## src/common/mips_pkg.sv

```systemverilog
package mips_pkg;

    // data word and byte address
    typedef logic [31:0] word_t;

    // architectural register number
    typedef logic [4:0] reg_addr_t;

    // operation selected by decode for the execute ALU
    typedef logic [3:0] alu_op_t;

    localparam alu_op_t ALU_ADD = 4'h0;
    localparam alu_op_t ALU_SUB = 4'h1;
    localparam alu_op_t ALU_AND = 4'h2;
    localparam alu_op_t ALU_OR  = 4'h3;
    localparam alu_op_t ALU_XOR = 4'h4;
    localparam alu_op_t ALU_SLT = 4'h5;
    localparam alu_op_t ALU_LUI = 4'h6;
    localparam alu_op_t ALU_BEQ = 4'h7;
    localparam alu_op_t ALU_BNE = 4'h8;
    // unsupported encodings retire through this code
    localparam alu_op_t ALU_NOP = 4'hf;

    // primary opcode field, instr[31:26]
    localparam logic [5:0] OP_SPECIAL = 6'h00;
    localparam logic [5:0] OP_BEQ     = 6'h04;
    localparam logic [5:0] OP_BNE     = 6'h05;
    localparam logic [5:0] OP_ADDIU   = 6'h09;
    localparam logic [5:0] OP_ORI     = 6'h0d;
    localparam logic [5:0] OP_LUI     = 6'h0f;

    // funct field of SPECIAL, instr[5:0]
    localparam logic [5:0] FN_ADDU = 6'h21;
    localparam logic [5:0] FN_SUBU = 6'h23;
    localparam logic [5:0] FN_AND  = 6'h24;
    localparam logic [5:0] FN_OR   = 6'h25;
    localparam logic [5:0] FN_XOR  = 6'h26;
    localparam logic [5:0] FN_SLT  = 6'h2a;

    // boot vector in kseg1
    localparam word_t RESET_PC = 32'hbfc0_0000;

    // instruction fetch FSM
    // F_REQ: request outstanding on the correct path
    // F_KILL: outstanding request was issued before a redirect, its reply is dropped
    typedef enum logic {
        F_REQ,
        F_KILL
    } fetch_state_t;

endpackage

```

## src/common/issue_if.sv

```systemverilog
`timescale 1ns/1ps

// contents of the decode/execute register
interface issue_if;

    logic                 valid;
    mips_pkg::word_t      pc;
    mips_pkg::alu_op_t    op;
    mips_pkg::reg_addr_t  dest;
    logic                 wen;
    mips_pkg::word_t      src_a;
    mips_pkg::word_t      src_b;
    // already sign or zero extended by decode
    mips_pkg::word_t      imm;
    logic                 use_imm;

    modport source (
        output valid, pc, op, dest, wen, src_a, src_b, imm, use_imm
    );

    modport sink (
        input valid, pc, op, dest, wen, src_a, src_b, imm, use_imm
    );

endinterface

```

## src/common/retire_if.sv

```systemverilog
`timescale 1ns/1ps

// retire register, doubles as the regfile write port
interface retire_if;

    logic                 valid;
    mips_pkg::word_t      pc;
    logic                 wen;
    mips_pkg::reg_addr_t  waddr;
    mips_pkg::word_t      wdata;

    modport source (
        output valid, pc, wen, waddr, wdata
    );

    modport sink (
        input valid, pc, wen, waddr, wdata
    );

endinterface

```

## src/fetch/fetch.sv

```systemverilog
`timescale 1ns/1ps

module fetch (
    input  logic             clk,
    input  logic             rst_n,
    output logic             imem_req,
    output mips_pkg::word_t  imem_addr,
    input  logic             imem_data_ok,
    input  mips_pkg::word_t  imem_data,
    input  logic             redirect,
    input  mips_pkg::word_t  redirect_pc,
    output logic             fetch_valid,
    output mips_pkg::word_t  fetch_pc,
    output mips_pkg::word_t  fetch_instr
);

    mips_pkg::fetch_state_t state;
    mips_pkg::word_t        pc;
    mips_pkg::word_t        kill_pc;
    logic                   req_on;
    logic                   rsp;

    // request held from the first cycle out of reset
    assign imem_req  = req_on;
    assign imem_addr = pc;
    assign rsp       = req_on && imem_data_ok;

    always_ff @(posedge clk) begin
        if (!rst_n) begin
            req_on      <= 1'b0;
            state       <= mips_pkg::F_REQ;
            pc          <= mips_pkg::RESET_PC;
            fetch_valid <= 1'b0;
        end else begin
            req_on      <= 1'b1;
            fetch_valid <= 1'b0;
            case (state)
                mips_pkg::F_REQ: begin
                    if (rsp) begin
                        // reply in the redirect cycle is wrong path
                        fetch_valid <= !redirect;
                        pc          <= redirect ? redirect_pc : pc + 32'd4;
                    end else if (redirect) begin
                        state <= mips_pkg::F_KILL;
                    end
                end
                mips_pkg::F_KILL: begin
                    // swallow the stale reply, then restart at the target
                    if (rsp) begin
                        state <= mips_pkg::F_REQ;
                        pc    <= redirect ? redirect_pc : kill_pc;
                    end
                end
                default: begin
                    state <= mips_pkg::F_REQ;
                end
            endcase
        end
    end

    // returned word and the address it came from
    always_ff @(posedge clk) begin
        if (rsp) begin
            fetch_pc    <= pc;
            fetch_instr <= imem_data;
        end
    end

    // target held while a stale reply is pending
    always_ff @(posedge clk) begin
        if (redirect) begin
            kill_pc <= redirect_pc;
        end
    end

    // address must not move until the slave answers
    a_addr_stable: assert property (@(posedge clk) disable iff (!rst_n)
        (imem_req && !imem_data_ok) |=> (imem_req && $stable(imem_addr)))
        else $error("imem_addr changed while a request was waiting");

endmodule

```

## src/decode/decode.sv

```systemverilog
`timescale 1ns/1ps

module decode (
    input  logic                 clk,
    input  logic                 rst_n,
    input  logic                 fetch_valid,
    input  mips_pkg::word_t      fetch_pc,
    input  mips_pkg::word_t      fetch_instr,
    input  logic                 redirect,
    output mips_pkg::reg_addr_t  rs_addr,
    output mips_pkg::reg_addr_t  rt_addr,
    input  mips_pkg::word_t      rs_data,
    input  mips_pkg::word_t      rt_data,
    input  logic                 ex_wen,
    input  mips_pkg::reg_addr_t  ex_dest,
    input  mips_pkg::word_t      ex_result,
    retire_if.sink               rt,
    issue_if.source              iss
);

    logic [5:0]           opcode;
    logic [5:0]           funct;
    logic [15:0]          imm16;
    mips_pkg::reg_addr_t  rd_addr;

    mips_pkg::alu_op_t    dec_op;
    mips_pkg::reg_addr_t  dec_dest;
    logic                 dec_wen;
    logic                 dec_use_imm;
    mips_pkg::word_t      dec_imm;
    mips_pkg::word_t      fwd_a;
    mips_pkg::word_t      fwd_b;

    assign opcode  = fetch_instr[31:26];
    assign rs_addr = fetch_instr[25:21];
    assign rt_addr = fetch_instr[20:16];
    assign rd_addr = fetch_instr[15:11];
    assign imm16   = fetch_instr[15:0];
    assign funct   = fetch_instr[5:0];

    always_comb begin
        dec_op      = mips_pkg::ALU_NOP;
        dec_dest    = '0;
        dec_wen     = 1'b0;
        dec_use_imm = 1'b0;
        dec_imm     = {{16{imm16[15]}}, imm16};
        case (opcode)
            mips_pkg::OP_SPECIAL: begin
                case (funct)
                    mips_pkg::FN_ADDU: dec_op = mips_pkg::ALU_ADD;
                    mips_pkg::FN_SUBU: dec_op = mips_pkg::ALU_SUB;
                    mips_pkg::FN_AND:  dec_op = mips_pkg::ALU_AND;
                    mips_pkg::FN_OR:   dec_op = mips_pkg::ALU_OR;
                    mips_pkg::FN_XOR:  dec_op = mips_pkg::ALU_XOR;
                    mips_pkg::FN_SLT:  dec_op = mips_pkg::ALU_SLT;
                    default:           dec_op = mips_pkg::ALU_NOP;
                endcase
                dec_dest = rd_addr;
                dec_wen  = (dec_op != mips_pkg::ALU_NOP) && (rd_addr != '0);
            end
            mips_pkg::OP_ADDIU: begin
                dec_op      = mips_pkg::ALU_ADD;
                dec_dest    = rt_addr;
                dec_wen     = (rt_addr != '0);
                dec_use_imm = 1'b1;
            end
            mips_pkg::OP_ORI, mips_pkg::OP_LUI: begin
                dec_op      = (opcode == mips_pkg::OP_ORI) ? mips_pkg::ALU_OR
                                                           : mips_pkg::ALU_LUI;
                dec_dest    = rt_addr;
                dec_wen     = (rt_addr != '0);
                dec_use_imm = 1'b1;
                dec_imm     = {16'h0000, imm16};
            end
            mips_pkg::OP_BEQ: dec_op = mips_pkg::ALU_BEQ;
            mips_pkg::OP_BNE: dec_op = mips_pkg::ALU_BNE;
            default: begin
            end
        endcase
    end

    // youngest producer wins and r0 always comes from the regfile
    function automatic mips_pkg::word_t forward(input mips_pkg::reg_addr_t addr,
                                                input mips_pkg::word_t rf_val);
        forward = rf_val;
        if (addr != '0) begin
            if (ex_wen && (ex_dest == addr)) begin
                forward = ex_result;
            end else if (rt.valid && rt.wen && (rt.waddr == addr)) begin
                forward = rt.wdata;
            end
        end
    endfunction

    always_comb begin
        fwd_a = forward(rs_addr, rs_data);
        fwd_b = forward(rt_addr, rt_data);
    end

    // issue slot is emptied by a taken branch in execute
    always_ff @(posedge clk) begin
        if (!rst_n || redirect) begin
            iss.valid <= 1'b0;
        end else begin
            iss.valid <= fetch_valid;
        end
    end

    always_ff @(posedge clk) begin
        if (fetch_valid) begin
            iss.pc      <= fetch_pc;
            iss.op      <= dec_op;
            iss.dest    <= dec_dest;
            iss.wen     <= dec_wen;
            iss.src_a   <= fwd_a;
            iss.src_b   <= fwd_b;
            iss.imm     <= dec_imm;
            iss.use_imm <= dec_use_imm;
        end
    end

endmodule

```

## src/execute/execute.sv

```systemverilog
`timescale 1ns/1ps

module execute (
    input  logic                 clk,
    input  logic                 rst_n,
    issue_if.sink                iss,
    output logic                 ex_wen,
    output mips_pkg::reg_addr_t  ex_dest,
    output mips_pkg::word_t      ex_result,
    output logic                 redirect,
    output mips_pkg::word_t      redirect_pc,
    retire_if.source             rt
);

    mips_pkg::word_t  opb;
    mips_pkg::word_t  result;
    logic             equal;
    logic             is_branch;

    assign opb = iss.use_imm ? iss.imm : iss.src_b;

    always_comb begin
        case (iss.op)
            mips_pkg::ALU_ADD: result = iss.src_a + opb;
            mips_pkg::ALU_SUB: result = iss.src_a - opb;
            mips_pkg::ALU_AND: result = iss.src_a & opb;
            mips_pkg::ALU_OR:  result = iss.src_a | opb;
            mips_pkg::ALU_XOR: result = iss.src_a ^ opb;
            mips_pkg::ALU_SLT: result = {31'b0, ($signed(iss.src_a) < $signed(opb))};
            mips_pkg::ALU_LUI: result = {opb[15:0], 16'h0000};
            default:           result = '0;
        endcase
    end

    // in-flight result for decode
    assign ex_wen    = iss.valid && iss.wen;
    assign ex_dest   = iss.dest;
    assign ex_result = result;

    // branches compare registers, never the immediate
    assign equal     = (iss.src_a == iss.src_b);
    assign is_branch = (iss.op == mips_pkg::ALU_BEQ) || (iss.op == mips_pkg::ALU_BNE);
    assign redirect  = iss.valid && (((iss.op == mips_pkg::ALU_BEQ) && equal) ||
                                     ((iss.op == mips_pkg::ALU_BNE) && !equal));

    // no delay slot, target relative to the branch itself
    assign redirect_pc = iss.pc + 32'd4 + {iss.imm[29:0], 2'b00};

    always_ff @(posedge clk) begin
        if (!rst_n) begin
            rt.valid <= 1'b0;
            rt.wen   <= 1'b0;
        end else begin
            rt.valid <= iss.valid;
            rt.wen   <= ex_wen;
        end
    end

    always_ff @(posedge clk) begin
        rt.pc    <= iss.pc;
        rt.waddr <= iss.dest;
        rt.wdata <= result;
    end

    // taken branch retires without a write while decode empties the issue slot
    a_redirect_branch: assert property (@(posedge clk) disable iff (!rst_n)
        redirect |-> is_branch ##1 (rt.valid && !rt.wen && !iss.valid))
        else $error("redirect without a retiring branch");

endmodule

```

## src/verilog/regfile.sv

```systemverilog
`timescale 1ns/1ps

module regfile (
    input  logic                 clk,
    input  logic                 rst_n,
    input  mips_pkg::reg_addr_t  rs_addr,
    input  mips_pkg::reg_addr_t  rt_addr,
    output mips_pkg::word_t      rs_data,
    output mips_pkg::word_t      rt_data,
    retire_if.sink               rt
);

    mips_pkg::word_t  regs [0:31];
    logic             wr_en;

    assign wr_en = rt.valid && rt.wen && (rt.waddr != '0);

    always_ff @(posedge clk) begin
        if (!rst_n) begin
            for (int i = 0; i < 32; i++) begin
                regs[i] <= '0;
            end
        end else if (wr_en) begin
            regs[rt.waddr] <= rt.wdata;
        end
    end

    // write-through so a same-cycle read sees the retiring value
    function automatic mips_pkg::word_t read_port(input mips_pkg::reg_addr_t addr);
        if (addr == '0) begin
            read_port = '0;
        end else if (wr_en && (rt.waddr == addr)) begin
            read_port = rt.wdata;
        end else begin
            read_port = regs[addr];
        end
    endfunction

    always_comb begin
        rs_data = read_port(rs_addr);
        rt_data = read_port(rt_addr);
    end

endmodule

```

## src/verilog/datapath.sv

```systemverilog
`timescale 1ns/1ps

module datapath (
    input  logic                 clk,
    input  logic                 rst_n,
    output logic                 imem_req,
    output mips_pkg::word_t      imem_addr,
    input  logic                 imem_data_ok,
    input  mips_pkg::word_t      imem_data,
    output logic                 rt_valid,
    output mips_pkg::word_t      rt_pc,
    output logic                 rf_wen,
    output mips_pkg::reg_addr_t  rf_waddr,
    output mips_pkg::word_t      rf_wdata,
    output logic                 flush_ex
);

    logic                 fetch_valid;
    mips_pkg::word_t      fetch_pc;
    mips_pkg::word_t      fetch_instr;
    logic                 redirect;
    mips_pkg::word_t      redirect_pc;
    mips_pkg::reg_addr_t  rs_addr;
    mips_pkg::reg_addr_t  rt_addr;
    mips_pkg::word_t      rs_data;
    mips_pkg::word_t      rt_data;
    logic                 ex_wen;
    mips_pkg::reg_addr_t  ex_dest;
    mips_pkg::word_t      ex_result;

    issue_if  iss_bus ();
    retire_if rt_bus ();

    fetch i_fetch (.clk, .rst_n,
                   .imem_req, .imem_addr, .imem_data_ok, .imem_data,
                   .redirect, .redirect_pc,
                   .fetch_valid, .fetch_pc, .fetch_instr);

    decode i_decode (.clk, .rst_n,
                     .fetch_valid, .fetch_pc, .fetch_instr,
                     .redirect,
                     .rs_addr, .rt_addr, .rs_data, .rt_data,
                     .ex_wen, .ex_dest, .ex_result,
                     .rt(rt_bus), .iss(iss_bus));

    execute i_execute (.clk, .rst_n,
                       .iss(iss_bus),
                       .ex_wen, .ex_dest, .ex_result,
                       .redirect, .redirect_pc,
                       .rt(rt_bus));

    regfile i_regfile (.clk, .rst_n,
                       .rs_addr, .rt_addr, .rs_data, .rt_data,
                       .rt(rt_bus));

    // retire trace
    assign rt_valid = rt_bus.valid;
    assign rt_pc    = rt_bus.pc;
    assign rf_wen   = rt_bus.wen;
    assign rf_waddr = rt_bus.waddr;
    assign rf_wdata = rt_bus.wdata;
    assign flush_ex = redirect;

endmodule

```

## config.mk

```make
export PLATFORM = sky130hd
export DESIGN_NAME = datapath
export DESIGN_NICKNAME = d
export VERILOG_FILES = /design/src/common/mips_pkg.sv /design/src/common/issue_if.sv /design/src/common/retire_if.sv /design/src/fetch/fetch.sv /design/src/decode/decode.sv /design/src/execute/execute.sv /design/src/verilog/regfile.sv /design/src/verilog/datapath.sv
export SDC_FILE = /design/constraint.sdc
export NUM_CORES = 2
export LEC_CHECK = 0
export BUFFER_PORTS_ARGS = -buffer_cell sky130_fd_sc_hd__buf_2
export CAP_MARGIN = 20
export CORE_MARGIN = 8
export CORE_UTILIZATION = 35
export DETAILED_ROUTE_END_ITERATION = 10
export SYNTH_ARGS = -nofsm -noshare
export SYNTH_HDL_FRONTEND = slang
export SYNTH_SLANG_ARGS = --single-unit
```

## constraint.sdc

```tcl
create_clock -name clk -period 4.1 [get_ports clk]
set_input_delay 0.205 -clock clk [delete_from_list [all_inputs] [get_ports clk]]
set_output_delay 0.205 -clock clk [all_outputs]
set_load 0.01 [all_outputs]
```

* Word-level counts from Yosys, hierarchy flattened *
Memory sizes are Yosys's and may differ from the RTL's. A register that Yosys moved wholly into a read port is not among the register bits.
Index checks and enable logic that the tools add are counted.
W data, S select, Z words.

operators by class
  $add $sub $neg = 5
  $lt $le $gt $ge = 1
  equality and inequality tests = 27
  muxes and demuxes = 38
  bitwise gates (word level) = 6
  reductions and logical operators = 32

operators by type and width
  operator                 count
  $mux W32                 16
  $pmux W32 S7             1
  $add A32 B3 Y32 const B  2
  $add A32 B32 Y32         2
  $pmux W32 S2             1
  $eq A6 B6 Y1 const B     6
  $and A32 B32 Y32         1
  $eq A32 B32 Y1           1
  $lt A32 B32 Y1           1
  $or A32 B32 Y32          1
  $reduce_or A32 Y1        1
  $sub A32 B32 Y32         1
  $xor A32 B32 Y32         1
  $pmux W4 S6              1
  $eq A5 B5 Y1             4
  $pmux W4 S5              1
  $reduce_bool A5 Y1       4
  $eq A6 B4 Y1 const B     3
  $eq A4 B3 Y1 const B     4
  $mux W5                  3
  $logic_and A1 B1 Y1      14
  $eq A6 B3 Y1 const B     2
  $logic_not A5 Y1         2
  $mux W1                  10
  18 further kinds         26

storage, ports and cells
  register bits after elaboration = 327
  RAM bits = 1024
  bits of input ports = 35
  output and inout bits = 105
  memories kept = 1

memories
  name            words  width  read ports  clocked after memory_dff  write ports  line           source
  i_regfile.regs  32     32     2           2                         32           regfile.sv:13  mips_pkg::word_t regs [0:31];

* Logic depth before layout (Yosys ltp) *
  depth after elaboration = 8
  mapped depth = 17
  depth with buffers taken out = 16

* By module *
A second synthesis with hierarchy kept.

unflattened totals
  cells, all modules = 5972
  area total of the unflattened synthesis = 75929.1 sq um

modules (own cells, without submodules)
  module   times used  cells an instance  area an instance (sq um)  seq. area each (sq um)
  regfile  1           4017               56068.8                   30749.5
  execute  1           1131               9016.1                    1421.4
  decode   1           402                5740.5                    3743.6
  fetch    1           422                5103.6                    3263.1

* Worst setup path after synthesis *
OpenSTA, ideal clock, no wires.

  path type = register -> register
  start point = register i_execute.rt.waddr[2]
  end point = memory i_regfile.regs[4][0] (netlist name), enable pin
  library setup time = 466 ps
  arrival = 3587 ps
  slack = 47 ps
  cell stages (with the launch flop) = 5
  cells stage by stage = dfxtp_1 -> clkbuf_1 -> or3b_2 -> clkbuf_1 -> o21ai_0

RTL lines
  what                      line             source
  start: declaration        retire_if.sv:13  output valid, pc, wen, waddr, wdata
  start signal: assignment  execute.sv:61    rt.waddr <= iss.dest;
  end: declaration          regfile.sv:13

* Final worst setup path *
  start point = register i_decode.iss.use_imm
  end point = register i_decode.iss.src_b[27], data pin

on the way
  longest elaborated chain between the ends = 5

RTL lines
  what                                            line            source
  start: declaration                              issue_if.sv:18  output valid, pc, op, dest, wen, src_a, src_b, imm, use_imm
  start signal: assignment                        decode.sv:118   iss.use_imm <= dec_use_imm;
  $mux W32 (*)                                    execute.sv:20   assign opb = iss.use_imm ? iss.imm : iss.src_b;
  $sub A32 B32 Y32, or another cell as far along  execute.sv:25   mips_pkg::ALU_SUB: result = iss.src_a - opb;
  $pmux W32 S7 (*)                                execute.sv:23   case (iss.op)
  $mux W32 (*)                                    decode.sv:87    if (ex_wen && (ex_dest == addr)) begin
  $mux W32 (*)                                    decode.sv:86    if (addr != '0) begin
  via i_decode.fwd_b[27]                          decode.sv:32    mips_pkg::word_t fwd_b;
  end signal: assignment                          decode.sv:116   iss.src_b <= fwd_b;
  end: declaration                                issue_if.sv:18

Mark *: on every way through the listed nets, which the timed path passes. The rest lies on a longest branch.
A chain may end at the register's enable or synchronous reset.

==> run summary <==
Status: complete, no violations
P_int: 25.3 mW
Part of the power in registers: 46.4%
Pins Over Slew Limit: 0
Design Area, Final: 0.0863 mm²
CP startpoint kind: register
Psw: 9.45 mW
Flops & latches, synth: 1,361
Via count of the first global-routing pass: 49,800
Die Ht: 477 µm
FF-to-FF path depth: 15
Worst slew pin tran: 1.20 ns
Predominant post-synthesis flop cell: edfxtp_1
Vias/cell: 5.89
Area Overhead vs Synth: 15.9%
Tmin final: 3.98 ns
Hold Crit Class: input port to register
Kind of critical path: register to register
Logic pwr share: 14.5%
Initial DRC count: 7,052
Global-route usage over all layers: 22.7%
CTS H-tree depth: 4
RSZ-0062 raised after global routing: true
Power Density: 402 mW/mm²
Data arrival, critical path: 4.46 ns
TritonCTS clock tree: built
Async SR Flop Fraction: 0%
Maximum fanout along the worst path: 6
Setup TNS: 0 ns
Clk sinks: 1,361
Worst Hold Depth: 5
Share of post-route cells with drive strength above 1: 25.8%
Fill count: 19,400
Area after DPL: 0.0806 mm²
Root Driver: clkbuf_16
Cell count after placement: 8,235
LEAKAGE: 31.9 nW
Non-Filler Instances: 8,563
Worst skew pair latency: 0.81 ns
Max_cap viols: 0
Row cnt: 169
Initial antenna violation count: 30
Synth Cell Area: 0.0745 mm²
IO Pins: 140
Drt total wl: 267 mm
Hold Fails Final Rpt: 0
Fin nets: 5,828
Initial Utilization: 35.1%
DP Wirelength: 173 mm
CP required: 4.58 ns
Yosys warnings: 0
Avg Inst Size Synth: 13.8 µm²
Synth Instances: 5,408
Switching Fraction: 27.2%
Clk pin slew, worst setup/hold paths: 0.06 ns
Worst VDD drop: 0.441 mV
# setup viols final: 0
CTS Buf Count: 150
Clock Skews: 0.0317 ns
Gr ovfl total: 0
Clock Tree Buf Depth: 3
FMAX: 0.251 GHz
DRT Pass-1 Iters: 5
Via count: 50,400
Power share of the clock group: 39.0%
Die width: 477 µm
Post-route setup slack: 0.116 ns
Yosys cell types: 89
Crit share post-route: 97.2%
Antenna Nets Post-Route: 0
Area of the multi-input gates: 0.0338 mm²
GPL Wtd Cong: 0.952
Number of I/O port buffers: 139
CP Capture Type: register
Worst hold margin: 0.0698 ns
Avg WL per Cell: 31.2 µm
Drt drc: 0
Slew HR: 19.7%
Sequential share of the synthesized area: 52.9%
Die area: 0.228 mm²
First-pass GRT wire length: 377 mm
Reg area: 0.0394 mm²
Largest net degree at the start of global routing: 89
EDFF count, synth: 1,212
Setup WS pre-CTS: -0.0856 ns
Core Region: 0.212 mm²
==> cells in the mapped netlist (44+ instances only) <==
library cell / n / area, µm²
mux2i_1: 82 / 821
nand2_1: 312 / 1170
mux4_2: 640 / 14400
o21ai_0: 143 / 716
buf_2: 69 / 345
a21oi_1: 207 / 1040
inv_1: 119 / 447
nor2_1: 152 / 571
edfxtp_1: 1212 / 36400
o211ai_1: 66 / 495
dfxtp_1: 149 / 2980
xor2_1: 82 / 718
and2_1: 1010 / 6320
ha_1: 174 / 2180
clkbuf_1: 372 / 1400
nand3_1: 50 / 250
a21o_1: 44 / 330
==> path summary, 6_finish.rpt <==
kind                                            from                      to  slack [ns]
worst max register to register  i_decode.iss.use_imm  i_decode.iss.src_b[27]        0.12
worst min-delay path                    imem_data_ok                register        0.07
worst min register to register    i_decode.iss.pc[3]      i_execute.rt.pc[3]        0.38
worst max-delay path            i_decode.iss.use_imm  i_decode.iss.src_b[27]        0.12
==> per-stage QoR <==
| stage | utilization (%) | power [mW] |
|---|---|---|
| 2_1_floorplan | - | 19.2 |
| 3_3_place_gp | 38.0 | 21.2 |
| 3_5_place_dp | 38.0 | 21.3 |
| 4_1_cts | 40.5 | 34.8 |
| 5_1_grt | 40.7 | 35.7 |
| 6_report | 40.7 | 34.7 |
==> worst max-delay path, cell delays in order (launching register included) <==
cell      delay (ns)
edfxtp_1        0.41
buf_12          0.17
buf_4           0.17
and2_2          0.24
a21oi_2         0.19
ha_1            0.28
nor2_1          0.14
nand2_1         0.11
or3_1           0.39
a211oi_1        0.29
o21bai_1        0.17
a21oi_1         0.30
o22a_1          0.23
a211oi_2        0.10
a311oi_4        0.32
o22ai_1         0.15
==> repair_timing <==
item,in CTS,in global routing
setup buffers,0,8
endpoints found under the hold margin,56,0
setup endpoints to repair,14,29
pin swaps,1,9
hold buffers,33,0
cloned,0,1
resized for setup,9,46
==> sequential cells by signal, summed over array words and instances, names as in the netlist, 4 cells and up, named ones only <==
name / cells
i_fetch.fetch_instr: 32
i_decode.iss.imm: 17
i_fetch.fetch_pc: 32
i_decode.iss.pc: 32
i_execute.rt.wdata: 32
i_fetch.imem_addr: 32
i_execute.rt.pc: 32
i_fetch.kill_pc: 32
i_decode.iss.src_a: 32
i_decode.iss.op: 4
i_decode.iss.src_b: 32
i_regfile.regs: 1024
i_execute.rt.waddr: 5
i_decode.iss.dest: 5
==> layout by cell type, fill, tap and decap left out, types with 82 or more instances in the layout <==
master / synthesis / layout
edfxtp_1: 1212 / 1212
nor2_1: 152 / 119
dfxtp_1: 149 / 137
ha_1: 174 / 169
nand2_1: 312 / 311
buf_2: 69 / 138
buf_4: 1 / 253
clkbuf_16: 0 / 156
inv_1: 119 / 116
a21oi_1: 207 / 200
xor2_1: 82 / 82
mux4_2: 640 / 640
and2_1: 1010 / 1008
o21ai_0: 143 / 112
==> layout make-up <==
| type | instances | share of cell area (%) |
|---|---|---|
| Clock inverter | 87 | 0.981 |
| Inverter | 120 | 0.530 |
| Sequential cell | 1361 | 45.7 |
| Multi-Input combinational cell | 3493 | 39.1 |
| Clock buffer | 183 | 4.64 |
| Timing Repair Buffer | 490 | 4.95 |
| Antenna cell | 8 | 0.0232 |
| Tap cell | 2821 | 4.09 |
==> routing by layer <==
layer  wire, µm  part of all wire, %  vias up  track usage [%]
met1     106000                   40    26200             30.5
met3      28200                   11      573             5.67
li1           -                    -    20900                -
met2     121000                   45     2805             35.4
met5         19               0.0071        -                0
met4      12200                  4.6        4             8.69
==> power by group through the flow <==
| stage | registers, mW | clock network [mW] | logic, mW |
|---|---|---|---|
| 2_1_floorplan | 16.2 | 0 | 2.98 |
| 4_1_cts | 16.2 | 13.7 | 4.84 |
| 3_3_place_gp | 16.5 | 0 | 4.70 |
| 5_1_grt | 16.2 | 14.3 | 5.27 |
| 3_5_place_dp | 16.5 | 0 | 4.79 |
| 6_report | 16.1 | 13.6 | 5.05 |
==> logic make-up (layout without fill, tap and decap cells) <==
kind of cell | count (synthesis) | after routing | synth area share, %
AO/OA/AOI/OAI | 714 | 714 | 6.17
XOR/XNOR | 117 | 117 | 1.38
adder cells (fa/ha/maj) | 177 | 177 | 3.00
buffers and inverters | 585 | 880 | 3.07
flip-flops | 1361 | 1361 | 52.9
multiplexers | 732 | 732 | 20.6
other | 1 | 40 | 0.00504
AND/OR/NAND/NOR | 1721 | 1721 | 12.9
No activity file was read; power rests on OpenSTA's default activity.
